===== config.mk =====
export PLATFORM = sky130hd
export DESIGN_NAME = icache_lru
export DESIGN_NICKNAME = d
export VERILOG_FILES = /design/src/design/icache_pkg.sv /design/src/design/icache_lru.sv
export VERILOG_INCLUDE_DIRS = /design/src /design/src/design
export SDC_FILE = /design/constraint.sdc
export NUM_CORES = 1
export LEC_CHECK = 0
export ABC_CLOCK_PERIOD_IN_PS = 4700
export BUFFER_PORTS_ARGS = -buffer_cell sky130_fd_sc_hd__buf_2
export CORE_MARGIN = 2
export CORE_UTILIZATION = 50
export CTS_CLUSTER_DIAMETER = 60
export DETAILED_ROUTE_END_ITERATION = 7
export GPL_ROUTABILITY_DRIVEN = 0
export GPL_TIMING_DRIVEN = 0
export PLACE_DENSITY = 0.68
export SLEW_MARGIN = 40
export SYNTH_ARGS = -nofsm -noshare
export SYNTH_HDL_FRONTEND = slang
export SYNTH_SLANG_ARGS = --single-unit

===== constraint.sdc =====
create_clock -name clk -period 4.7 [get_ports clk]
set_input_delay 0.235 -clock clk [delete_from_list [all_inputs] [get_ports clk]]
set_output_delay 0.235 -clock clk [all_outputs]
set_load 0.02 [all_outputs]

===== src/design/icache_consts.svh =====
`ifndef ICACHE_CONSTS_SVH
`define ICACHE_CONSTS_SVH

// Instruction cache geometry
// One 32-bit instruction per line, so a line is one word

// Byte address width seen by the core and by main memory
`define ICACHE_ADDR_W 32

// Instruction word width
`define ICACHE_DATA_W 32

// Sets per way, 6 index bits above the byte offset
`define ICACHE_SETS 64

// Ways per set
`define ICACHE_WAYS 4

`endif

===== src/design/icache_pkg.sv =====
`default_nettype none

`include "icache_consts.svh"

package icache_pkg;

    // Address split: | tag | index | offset |
    localparam int OFFSET_W = 2;                                 // Byte offset within a word
    localparam int INDEX_W  = $clog2(`ICACHE_SETS);              // 6 bits for 64 sets
    localparam int TAG_W    = `ICACHE_ADDR_W - INDEX_W - OFFSET_W; // Remaining upper bits
    localparam int WAY_W    = $clog2(`ICACHE_WAYS);

    typedef logic [INDEX_W-1:0] index_t;   // Set select
    typedef logic [TAG_W-1:0]   tag_t;     // Stored per line
    typedef logic [WAY_W-1:0]   way_t;     // Way number within a set

    // 0 is most recently used, 3 least
    typedef logic [WAY_W-1:0]   age_t;

    // Refill controller states
    typedef enum logic [1:0] {
        IDLE,      // Waiting for a fetch
        LOOKUP,    // Tag compare on the registered address
        MEM_WAIT,  // Miss outstanding at main memory
        RETURN     // Refilled word goes back to the core
    } refill_state_e;

endpackage

`default_nettype wire


===== src/design/icache_lru.sv =====
`timescale 1ns/1ns
`default_nettype none

`include "icache_consts.svh"

module icache_lru
    import icache_pkg::*;
(
    input  wire logic                      clk,
    input  wire logic                      rst_n,
    input  wire index_t                    index,       // Set being looked up or filled
    input  wire logic                      access,      // Hit or refill on this edge
    input  wire way_t                      access_way,
    input  wire logic [`ICACHE_WAYS-1:0]   valid_ways,
    output way_t                           victim_way
);

    // One age per way per set, a permutation of 0..3 in every set
    age_t [`ICACHE_SETS-1:0][`ICACHE_WAYS-1:0] age_q;

    always_ff @(posedge clk or negedge rst_n) begin
        if (!rst_n) begin
            for (int s = 0; s < `ICACHE_SETS; s++) begin
                for (int w = 0; w < `ICACHE_WAYS; w++) begin
                    age_q[s][w] <= age_t'(w);  // Way 0 youngest, way 3 oldest
                end
            end
        end else if (access) begin
            for (int w = 0; w < `ICACHE_WAYS; w++) begin
                if (way_t'(w) == access_way) begin
                    age_q[index][w] <= '0;                           // Becomes most recent
                end else if (age_q[index][w] < age_q[index][access_way]) begin
                    age_q[index][w] <= age_q[index][w] + age_t'(1);  // Shift down one place
                end
                // Older ways keep their age
            end
        end
    end

    // Victim choice
    // Descending loops so the lowest-numbered match is the last assignment
    always_comb begin
        victim_way = '0;
        for (int w = `ICACHE_WAYS - 1; w >= 0; w--) begin
            if (age_q[index][w] == age_t'(`ICACHE_WAYS - 1)) begin
                victim_way = way_t'(w);  // Least recently used
            end
        end
        for (int w = `ICACHE_WAYS - 1; w >= 0; w--) begin
            if (!valid_ways[w]) begin
                victim_way = way_t'(w);  // Empty way overrides the age pick
            end
        end
    end

endmodule

`default_nettype wire


==> flow_summary_export.csv <==
group,metric,value,unit
sta,maxSlewViolCount,0,
sta,fin_worst_skew,0.0401,ns
yosys,syn_inst,2299,
grt,track_usage,0.424,
setup_path,worstSetupPathType,"input pin to register",
worst_hold_path,hp-class,"input pin to asynchronous set/reset pin",
power_and_ir_drop,irDropWorstVdd,337,uV
setup_path,critPathMaxFanout,10,
setup_path,endpoint_kind,"register",
grt,grt-ovfl-total,0,
setup_path,cpMostUsedCell,"buf_12",
floorplan,fp.dieW,231,um
setup_path,path_cells,"buf_4 > buf_12 > buf_8 > buf_12 > buf_12 > buf_12 > buf_6 > clkbuf_4 > a222oi_1 > o21ai_1 > o2111ai_1 > and3_1 > mux4_2 > ha_1 > nand3_1 > and4_1 > clkbuf_2 > buf_2 > a22o_1",
yosys,ys_top_cells_by_count,"256 x dfrtp_1, 256 x dfstp_2, 248 x nand2_1",
grt,met3_usage,0.223,
route,vias_per_cell,7.32,
final_layout,nets,2436,
grt,grt_max_degree,77,
yosys,async_reset_ff_frac,1.00,
yosys,synth_nets,2322,
yosys,synth_area_leaders,"dfstp_2 26%, dfrtp_1 25%, mux2_2 6.3%, o2bb2ai_1 5.5%, a22o_1 4.8%",
setup_path,reg2reg_depth,15,
sta,finalHoldViolCount,0,
yosys,syn_area,0.0257,sq mm
final_layout,final_cells,3146,
yosys,syn_area_per_cell,11.2,sq um
floorplan,fp-row-count,83,
sta,fin_hold_ws,0.0346,ns
sta,fin_ws,-0.162,ns
clocking,cts_tree,"built",
sta,relSlewSlack,0.286,
floorplan,start_util,0.503,
final_layout,final_layout_size_suffix_gt1_frac,0.330,
route,num_vias,23000,
clocking,cts_buffers,56,
clocking,htree_levels,2,
yosys,yosys_warnings,0,
status,failed_checks,"design-rule violations, negative setup slack",
route,ant_nets,0,
grt,grt_antenna_before_repair,5,
final_layout,top_register,"age_q",
placed_design,dp_hpwl,76.2,mm
route,drt_iter0_markers,4136,
final_layout,area_growth,16.3,%
yosys,synth_ff_type,"dfstp_2",
final_layout,largest_reg_flops,512,
yosys,yosysTopAreaCell,"dfstp_2",
setup_path,slowest_delay,0.55,ns
route,drc,69,
sta,timing.final.crit_share,1.03,
grt,grtUsageMet1,0.520,
sta,worst_slew_pin_slew,1.07,ns
power_and_ir_drop,power_per_cell_area,407,mW/mm^2
yosys,synth-seq-area-share,0.511,
sta,setup-violations-final,177,
yosys,ys_ff_latch,512,
placed_design,dp_slack,-2.78,ns
clocking,cts_num_sinks,512,
setup_path,crit_path_top_delay_cell,"mux4_2",
setup_path,required,5.27,ns
status,outcome,"finished, violations left",
grt,grt_pass1_vias,22700,
grt,grt-busiest-layer,"met2",
power_and_ir_drop,p_leak,12.1,nW
route,dr.pass1.iters,8,
grt,globalRouteMet2Util,0.563,
yosys,synth_cell_types,79,
grt,grt_pass1_wl,161,mm
job,maxCapViolCount,0,
placed_design,io_buffers,14,
clocking,clkTransAtPathRegs,0.06,ns
setup_path,worstPathArrival,5.43,ns
floorplan,die_area,0.0533,sq mm
clocking,cts_buffer_depth,3,
clocking,clockRootBuffer,"clkbuf_16",
route,wl_per_cell,35.7,um
setup_path,cp-start-kind,"input pin",
yosys,synth_edf_count,0,
clocking,worstSkewPairLatency,0.67,ns
floorplan,core,0.0511,sq mm
yosys,yosys.area.top_type_share,0.262,
placed_design,dp.cells,3007,
sta,layout_min_cycle_time,4.86,ns
final_layout,reg_top3,"age_q x512",
sta,clock.fmax,206,MHz
floorplan,die_height,231,um
floorplan,ios,17,
route,wirelength,112,mm
==> path summary, 6_finish.rpt <==
path,startpoint,to,slack [ns]
min in group clk,age_q[194],age_q[194],0.47
worst max register to register,age_q[499],age_q[157],0.33
worst min-delay path,rst_n,age_q[264],0.03
max in group asynchronous,rst_n,age_q[10],3.12
worst min register to register,age_q[194],age_q[194],0.47
worst max-delay path,index[1],age_q[157],-0.16
==> worst max-delay path: cells and delay by family <==
family                   cells  cell delay (ns)
buffers and inverters       10             2.74
AO/OA/AOI/OAI                4             0.91
multiplexers                 1             0.55
AND/OR/NAND/NOR              3             0.56
adder cells (fa/ha/maj)      1             0.37
==> layout by cell type, fill, tap and decap left out, types with 28 or more instances in the layout <==
master / Yosys / final
buf_2: 50 / 46
dfstp_2: 256 / 256
nor2_1: 139 / 102
clkbuf_1: 94 / 47
and2_1: 50 / 50
mux4_2: 43 / 43
o2bb2ai_1: 162 / 162
a221o_1: 64 / 64
clkbuf_2: 0 / 45
mux2_2: 145 / 145
dfrtp_1: 256 / 256
nand2_1: 248 / 247
o21ai_0: 121 / 117
a22o_1: 142 / 142
nor2_2: 2 / 28
buf_4: 10 / 38
a21oi_1: 70 / 68
clkbuf_16: 0 / 58
inv_1: 84 / 84
mux2i_1: 67 / 65
a22oi_1: 34 / 33
==> layer usage <==
layer	up-vias	part of all wire	routed length, um
li1	8834	-	-
met1	11300	0.35	38900
met2	2235	0.39	43800
met3	679	0.17	19000
met4	4	0.094	10500
met5	-	0.00070	79
==> cell type report <==
class                   instances  area [sq um]
multi-input cells            1523         11700
inverters                      85           319
fillers                      4269         21200
flip-flops and latches        512         13100
diodes                          5          12.5
clock inverters                20           229
well taps                     680           851
plain buffers                 173          1320
clock buffers                  86          1670
repair buffers                 62           646
==> where the power goes <==
| group | leakage, nW | internal [W] | switching [W] | total (W) |
|---|---|---|---|---|
| sequential | 5.88 | 0.00494 | 0.000265 | 0.00521 |
| combinational | 5.24 | 0.000772 | 0.00156 | 0.00233 |
| clock | 0.933 | 0.00266 | 0.00198 | 0.00464 |
| total | 12.1 | 0.00838 | 0.00381 | 0.0122 |
==> through the flow <==
stage	utilization	area [sq um]	TNS, ns	power (W)
detailed placement	0.529	27000	-1290.97	0.00728
global route	0.585	29900	-0.00512	0.0124
CTS	0.580	29600	0	0.0119
floorplan	-	25700	0	0.00630
global placement	0.521	26600	-4370.52	0.00718
finish	0.585	29900	-6.66	0.0122
==> kinds of logic (layout without fill, tap and decap cells) <==
| group | after synthesis | after routing | share of synthesized area |
|---|---|---|---|
| AO/OA/AOI/OAI | 720 | 720 | 0.216 |
| adder cells (fa/ha/maj) | 8 | 8 | 0.00389 |
| buffers and inverters | 264 | 426 | 0.0459 |
| flip-flops | 512 | 512 | 0.511 |
| multiplexers | 260 | 260 | 0.129 |
| other | 0 | 5 | 0 |
| AND/OR/NAND/NOR | 535 | 535 | 0.0938 |
==> what timing repair did <==
item                       CTS  global route
setup endpoints to repair  514           513
hold buffers                 1             0
resized for setup          177            43
hold endpoints to repair    96             0
cloned                       0             0
setup buffers               23            10
pin swaps                   11             5
Power figures use the tool's default switching activity.
