$ cat src/design/icache_consts.svh
`ifndef ICACHE_CONSTS_SVH
`define ICACHE_CONSTS_SVH

// Instruction cache geometry
// One 32-bit instruction per line, so a line is one word

// Byte address width seen by the core and by main memory
`define ICACHE_ADDR_W 32

// Instruction word width
`define ICACHE_DATA_W 32

// Sets per way, 6 index bits above the byte offset
`define ICACHE_SETS 64

// Ways per set
`define ICACHE_WAYS 4

`endif
$ cat src/design/icache_pkg.sv
`default_nettype none

`include "icache_consts.svh"

package icache_pkg;

    // Address split: | tag | index | offset |
    localparam int OFFSET_W = 2;                                 // Byte offset within a word
    localparam int INDEX_W  = $clog2(`ICACHE_SETS);              // 6 bits for 64 sets
    localparam int TAG_W    = `ICACHE_ADDR_W - INDEX_W - OFFSET_W; // Remaining upper bits
    localparam int WAY_W    = $clog2(`ICACHE_WAYS);

    typedef logic [INDEX_W-1:0] index_t;   // Set select
    typedef logic [TAG_W-1:0]   tag_t;     // Stored per line
    typedef logic [WAY_W-1:0]   way_t;     // Way number within a set

    // 0 is most recently used, 3 least
    typedef logic [WAY_W-1:0]   age_t;

    // Refill controller states
    typedef enum logic [1:0] {
        IDLE,      // Waiting for a fetch
        LOOKUP,    // Tag compare on the registered address
        MEM_WAIT,  // Miss outstanding at main memory
        RETURN     // Refilled word goes back to the core
    } refill_state_e;

endpackage

`default_nettype wire

$ cat src/design/icache_fill_if.sv
`timescale 1ns/1ns
`default_nettype none

`include "icache_consts.svh"

// One line write from the refill controller into the arrays
interface icache_fill_if
    import icache_pkg::*;
();

    logic                      wr;     // Write strobe, takes effect on the edge
    index_t                    index;  // Target set
    way_t                      way;    // Victim way
    tag_t                      tag;    // New tag for the line
    logic [`ICACHE_DATA_W-1:0] instr;  // Word fetched from memory

    modport refill (
        output wr,
        output index,
        output way,
        output tag,
        output instr
    );

    modport store (
        input wr,
        input index,
        input way,
        input tag,
        input instr
    );

endinterface

`default_nettype wire

$ cat src/design/icache_refill.sv
`timescale 1ns/1ns
`default_nettype none

`include "icache_consts.svh"

module icache_refill
    import icache_pkg::*;
(
    input  wire logic                      clk,
    input  wire logic                      rst_n,
    input  wire logic                      fetch_req,
    input  wire logic [`ICACHE_ADDR_W-1:0] fetch_addr,
    output logic                           busy,
    output logic                           instr_valid,
    output logic [`ICACHE_DATA_W-1:0]      instr,
    output logic                           hit,
    output logic                           mem_req,
    output logic [`ICACHE_ADDR_W-1:0]      mem_addr,
    input  wire logic                      mem_rvalid,
    input  wire logic [`ICACHE_DATA_W-1:0] mem_rdata,
    output index_t                         lookup_index,
    output tag_t                           lookup_tag,
    input  wire logic                      store_hit,
    input  wire way_t                      store_way,
    input  wire logic [`ICACHE_DATA_W-1:0] store_instr,
    input  wire way_t                      victim_way,
    output logic                           access,
    output way_t                           access_way,
    icache_fill_if.refill                  fill
);

    refill_state_e state_q, state_d;

    logic [`ICACHE_ADDR_W-1:OFFSET_W] line_q;   // Fetch address without byte offset
    way_t                             victim_q; // Way picked at the miss
    logic [`ICACHE_DATA_W-1:0]        rdata_q;  // Refilled word for RETURN

    logic lookup_hit;
    logic lookup_miss;
    logic fill_now;

    assign lookup_hit  = (state_q == LOOKUP) && store_hit;
    assign lookup_miss = (state_q == LOOKUP) && !store_hit;
    assign fill_now    = (state_q == MEM_WAIT) && mem_rvalid;

    always_comb begin
        state_d = state_q;
        case (state_q)
            IDLE:     if (fetch_req) state_d = LOOKUP;
            LOOKUP:   state_d = store_hit ? IDLE : MEM_WAIT;
            MEM_WAIT: if (mem_rvalid) state_d = RETURN;
            RETURN:   state_d = IDLE;
            default:  state_d = IDLE;
        endcase
    end

    always_ff @(posedge clk or negedge rst_n) begin
        if (!rst_n) state_q <= IDLE;
        else        state_q <= state_d;
    end

    // Payload registers
    always_ff @(posedge clk) begin
        if ((state_q == IDLE) && fetch_req) line_q <= fetch_addr[`ICACHE_ADDR_W-1:OFFSET_W];
        if (lookup_miss)                    victim_q <= victim_way;  // Set is frozen until fill
        if (fill_now)                       rdata_q <= mem_rdata;
    end

    // Lookup fields from the registered address
    assign lookup_index = line_q[OFFSET_W +: INDEX_W];
    assign lookup_tag   = line_q[`ICACHE_ADDR_W-1 -: TAG_W];

    // Core side
    assign busy        = (state_q != IDLE);                 // Drops the cycle after instr_valid
    assign instr_valid = lookup_hit || (state_q == RETURN);
    assign hit         = lookup_hit;                        // Low for a refilled word
    assign instr       = (state_q == RETURN) ? rdata_q : store_instr;

    // Memory side, word aligned
    assign mem_req  = lookup_miss;
    assign mem_addr = {line_q, {OFFSET_W{1'b0}}};

    // Age update on a hit or on the fill edge
    assign access     = lookup_hit || fill_now;
    assign access_way = lookup_hit ? store_way : victim_q;

    // Fill straight from the memory bus
    assign fill.wr    = fill_now;
    assign fill.index = lookup_index;
    assign fill.way   = victim_q;
    assign fill.tag   = lookup_tag;
    assign fill.instr = mem_rdata;

endmodule

`default_nettype wire

$ cat src/flat_wrapper.sv
// flat-port wrapper written by rule: the top's interface ports become plain ports
module icache_refill_flat import icache_pkg::*;
  (clk, rst_n, fetch_req, fetch_addr, busy, instr_valid, instr, hit, mem_req, mem_addr, mem_rvalid, mem_rdata, lookup_index, lookup_tag, store_hit, store_way, store_instr, victim_way, access, access_way, fill_wr, fill_index, fill_way, fill_tag, fill_instr);
  icache_fill_if fill_i ();
  input  wire logic clk;
  input  wire logic rst_n;
  input  wire logic fetch_req;
  input  wire logic [`ICACHE_ADDR_W-1:0] fetch_addr;
  output logic busy;
  output logic instr_valid;
  output logic [`ICACHE_DATA_W-1:0] instr;
  output logic hit;
  output logic mem_req;
  output logic [`ICACHE_ADDR_W-1:0] mem_addr;
  input  wire logic mem_rvalid;
  input  wire logic [`ICACHE_DATA_W-1:0] mem_rdata;
  output index_t lookup_index;
  output tag_t lookup_tag;
  input  wire logic store_hit;
  input  wire way_t store_way;
  input  wire logic [`ICACHE_DATA_W-1:0] store_instr;
  input  wire way_t victim_way;
  output logic access;
  output way_t access_way;
  output wire logic [$bits(fill_i.wr)-1:0] fill_wr;
  output wire logic [$bits(fill_i.index)-1:0] fill_index;
  output wire logic [$bits(fill_i.way)-1:0] fill_way;
  output wire logic [$bits(fill_i.tag)-1:0] fill_tag;
  output wire logic [$bits(fill_i.instr)-1:0] fill_instr;
  assign fill_wr = fill_i.wr;
  assign fill_index = fill_i.index;
  assign fill_way = fill_i.way;
  assign fill_tag = fill_i.tag;
  assign fill_instr = fill_i.instr;
  icache_refill u_core (.clk(clk), .rst_n(rst_n), .fetch_req(fetch_req), .fetch_addr(fetch_addr), .busy(busy), .instr_valid(instr_valid), .instr(instr), .hit(hit), .mem_req(mem_req), .mem_addr(mem_addr), .mem_rvalid(mem_rvalid), .mem_rdata(mem_rdata), .lookup_index(lookup_index), .lookup_tag(lookup_tag), .store_hit(store_hit), .store_way(store_way), .store_instr(store_instr), .victim_way(victim_way), .access(access), .access_way(access_way), .fill(fill_i));
endmodule
$ cat config.mk
export PLATFORM = sky130hd
export DESIGN_NAME = icache_refill_flat
export DESIGN_NICKNAME = d
export VERILOG_FILES = /design/src/design/icache_pkg.sv /design/src/design/icache_fill_if.sv /design/src/design/icache_refill.sv /design/src/flat_wrapper.sv
export VERILOG_INCLUDE_DIRS = /design/src /design/src/design
export SDC_FILE = /design/constraint.sdc
export NUM_CORES = 1
export LEC_CHECK = 0
export BUFFER_PORTS_ARGS = -buffer_cell sky130_fd_sc_hd__buf_2
export CAP_MARGIN = 20
export CORE_AREA = 4 4 104 106
export CTS_BUF_LIST = sky130_fd_sc_hd__clkbuf_8
export CTS_CLUSTER_DIAMETER = 100
export DETAILED_ROUTE_END_ITERATION = 6
export DIE_AREA = 0 0 108 110
export PLACE_DENSITY = 0.71
export SYNTH_ARGS = -nofsm -noshare
export SYNTH_HDL_FRONTEND = slang
export SYNTH_SLANG_ARGS = --single-unit
export TNS_END_PERCENT = 30
$ cat constraint.sdc
create_clock -name clk -period 5.08 [get_ports clk]
set_input_delay 1.016 -clock clk [delete_from_list [all_inputs] [get_ports clk]]
set_output_delay 1.016 -clock clk [all_outputs]
set_load 0.01 [all_outputs]
==> results.cfg <==
[drt]
drc = 0
ant_nets = 0
drt_first_pass_iters = 4
routed_wl_mm = 8.37
drt_iter0_markers = 68
routed-via-count = 2158
wl_per_cell_um = 15.6
viasPerCell = 4.03

[cts]
cts_tree = yes
clkTransAtPathRegs_ns = 0.08
cts.htree.levels = 3
cts.sinks = 66
cts_hold_buffers = 0
numCtsBuffers = 9
ctsResizeCount = 0
clock_latency_ns = 0.33
ctsRootBufferMaster = clkbuf_8
clk_path_buf_depth = 2
cts_setup_buffers = 0

[hold_path]
min_path_type = primary input to async pin

[placed_design]
dp_hpwl_mm = 6.84
gp_congestion = 0.730
io_buffer_count = 266

[synth]
syn_inst = 215
synth-edff-count = 64
synth_most_common_cell = buf_4
ys_ff_latch = 66
synth.top_cells.by_area = edfxtp_1 (58%), buf_4 (22%), mux2_4 (14%)
async_flop_share_pct = 3.03
yosysUniqueCellTypes = 16
yosysSeqAreaShare_pct = 59.7
yosysWarnings = 0
synth_top_area_share_pct = 58.2
yosysTopAreaCell = edfxtp_1
synth_ff_type = edfxtp_1
synthTopCellsByCount = buf_4 (95), edfxtp_1 (64), mux2_4 (30)
synthesis.area_um2 = 3300
syn_avg_cell_area_um2 = 15.4

[power]
ir_worst_vdd_mv = 0.153
power.leakage_uw = 0.00215
power.density_nw_per_um2 = 397
finalPower_uw = 1690

[finish]
fin_nets = 503
multi_input_comb_area_um2 = 577
layout-drive-gt1-share_pct = 79.4
seq_area_um2 = 1970
area_growth_pct = 28.6
fill_cells = 931

[floorplanning]
ios = 271
placementRows = 36
die_height_um = 110
dieWidth_um = 108
start_util_pct = 33.8
dieArea_um2 = 11900
core-area_um2 = 9770

[critical_path]
crit_fanout = 23
cp_cell_sequence = nand2_2 -> buf_12 -> mux2_2 -> buf_2
crit_slowest_cell = dfrtp_1
crit_path_end_kind = primary output
rrSetupSlack_ns = 3.48
crit_required_ns = 4.06
arrival_ns = 1.92
cpPeakStageDelay_ns = 0.47
path_class = flip-flop to primary output
cp-start-kind = flip-flop

[sta]
finalCriticalPeriod_ns = 2.94
tns_ns = 0
slew_viol_final = 0
fin_crit_sh_pct = 57.8
hold_viol_final = 0
rsz0062_at_grt = false
final-setup-viol-count = 0
relSlewSlack_pct = 66.4
fmax_mhz = 341
tightest_slew_ns = 0.502
finalClockSkew_ns = 0.0153

[global_routing]
overflow = 0
grt_max_degree = 34
grtUsageTotal_pct = 13.4
grt_antenna_before_repair = 0
grt_pass1_wl_mm = 11.7
grt_pass1_vias = 2243

[outcome]
status = completed

[job]
maxCapViolCount = 0
==> cells by family after synthesis <==
kind of cell	after synthesis	synth area share, %
buffers and inverters	102	23.1
muxes	35	15.3
AOI/OAI and AO/OA	1	0.227
other	1	0.113
and+or+nand+nor	10	1.63
DFF	66	59.7
==> state kept, by name (all words and copies together), names as in the netlist, named ones only <==
register	flops
u_core.state_q	1
u_core.rdata_q	32
u_core.line_q	30
u_core.fill.way	2
==> power by group <==
group          total [uW]  switching, uW  internal [uW]
sequential            760           52.3            708
combinational         569            303            266
clock                 359            192            167
total                1690            547           1140
==> path summary, 6_finish.rpt <==
path / from / endpoint / cells past startpoint
worst max-delay path: flip-flop / instr[26] / 4
worst min-delay path: rst_n / u_core.state_q[0] / 1
worst max register to register: flip-flop / u_core.line_q[10] / 3
worst min register to register: u_core.state_q[0] / u_core.state_q[0] / 1
max in group asynchronous: rst_n / async pin / 1
min in group clk: u_core.state_q[0] / u_core.state_q[0] / 1
==> metrics by stage <==
stage / cell area (um2) / hold WS (ns) / util (%) / worst slack [ns] / std cells
2_1_floorplan: 3310 / 0.497 / - / 2.26 / 216
3_3_place_gp: 4080 / 0.527 / 41.7 / 2.20 / 519
3_5_place_dp: 4080 / 0.565 / 41.7 / 2.15 / 519
4_1_cts: 4230 / 0.423 / 43.3 / 1.78 / 534
5_1_grt: 4250 / 0.420 / 43.5 / 2.02 / 535
6_report: 4250 / 0.449 / 43.5 / 2.14 / 536
==> critical path: cells and delay by family, from the launching register on <==
| kind | cells | cell delay [ns] |
|---|---|---|
| buffers and inverters | 2 | 0.40 |
| multiplexers | 1 | 0.37 |
| AND/OR/NAND/NOR | 1 | 0.34 |
| flip-flops | 1 | 0.47 |
==> cell usage in the layout (no fill, tap or decap), types with 2 or more instances in the layout <==
| master | netlist | routed |
|---|---|---|
| edfxtp_1 | 64 | 64 |
| inv_1 | 4 | 6 |
| buf_4 | 95 | 2 |
| mux2_2 | 4 | 4 |
| buf_2 | 0 | 266 |
| nor2_1 | 4 | 3 |
| clkbuf_8 | 0 | 9 |
| conb_1 | 1 | 2 |
| dfrtp_1 | 2 | 2 |
| nand3b_1 | 2 | 2 |
| mux2_4 | 30 | 30 |
| clkinv_2 | 0 | 4 |
==> final cells by class <==
class,instances,area share (%)
multi-input cells,48,13.6
well taps,133,3.92
clock inverters,6,0.648
flip-flops and latches,66,46.4
inverters,4,0.353
repair buffers,269,32.1
diodes,1,0.0589
clock buffers,9,2.91
==> metal layers <==
metal  wire length [um]  GRT usage (%)  vias up
li1                   -              -     1017
met1               2700           13.1      976
met4                101           4.51        0
met5                  0              0        -
met2               4520           24.8      158
met3               1050           6.35        7
(Power assumes the default switching activity.)
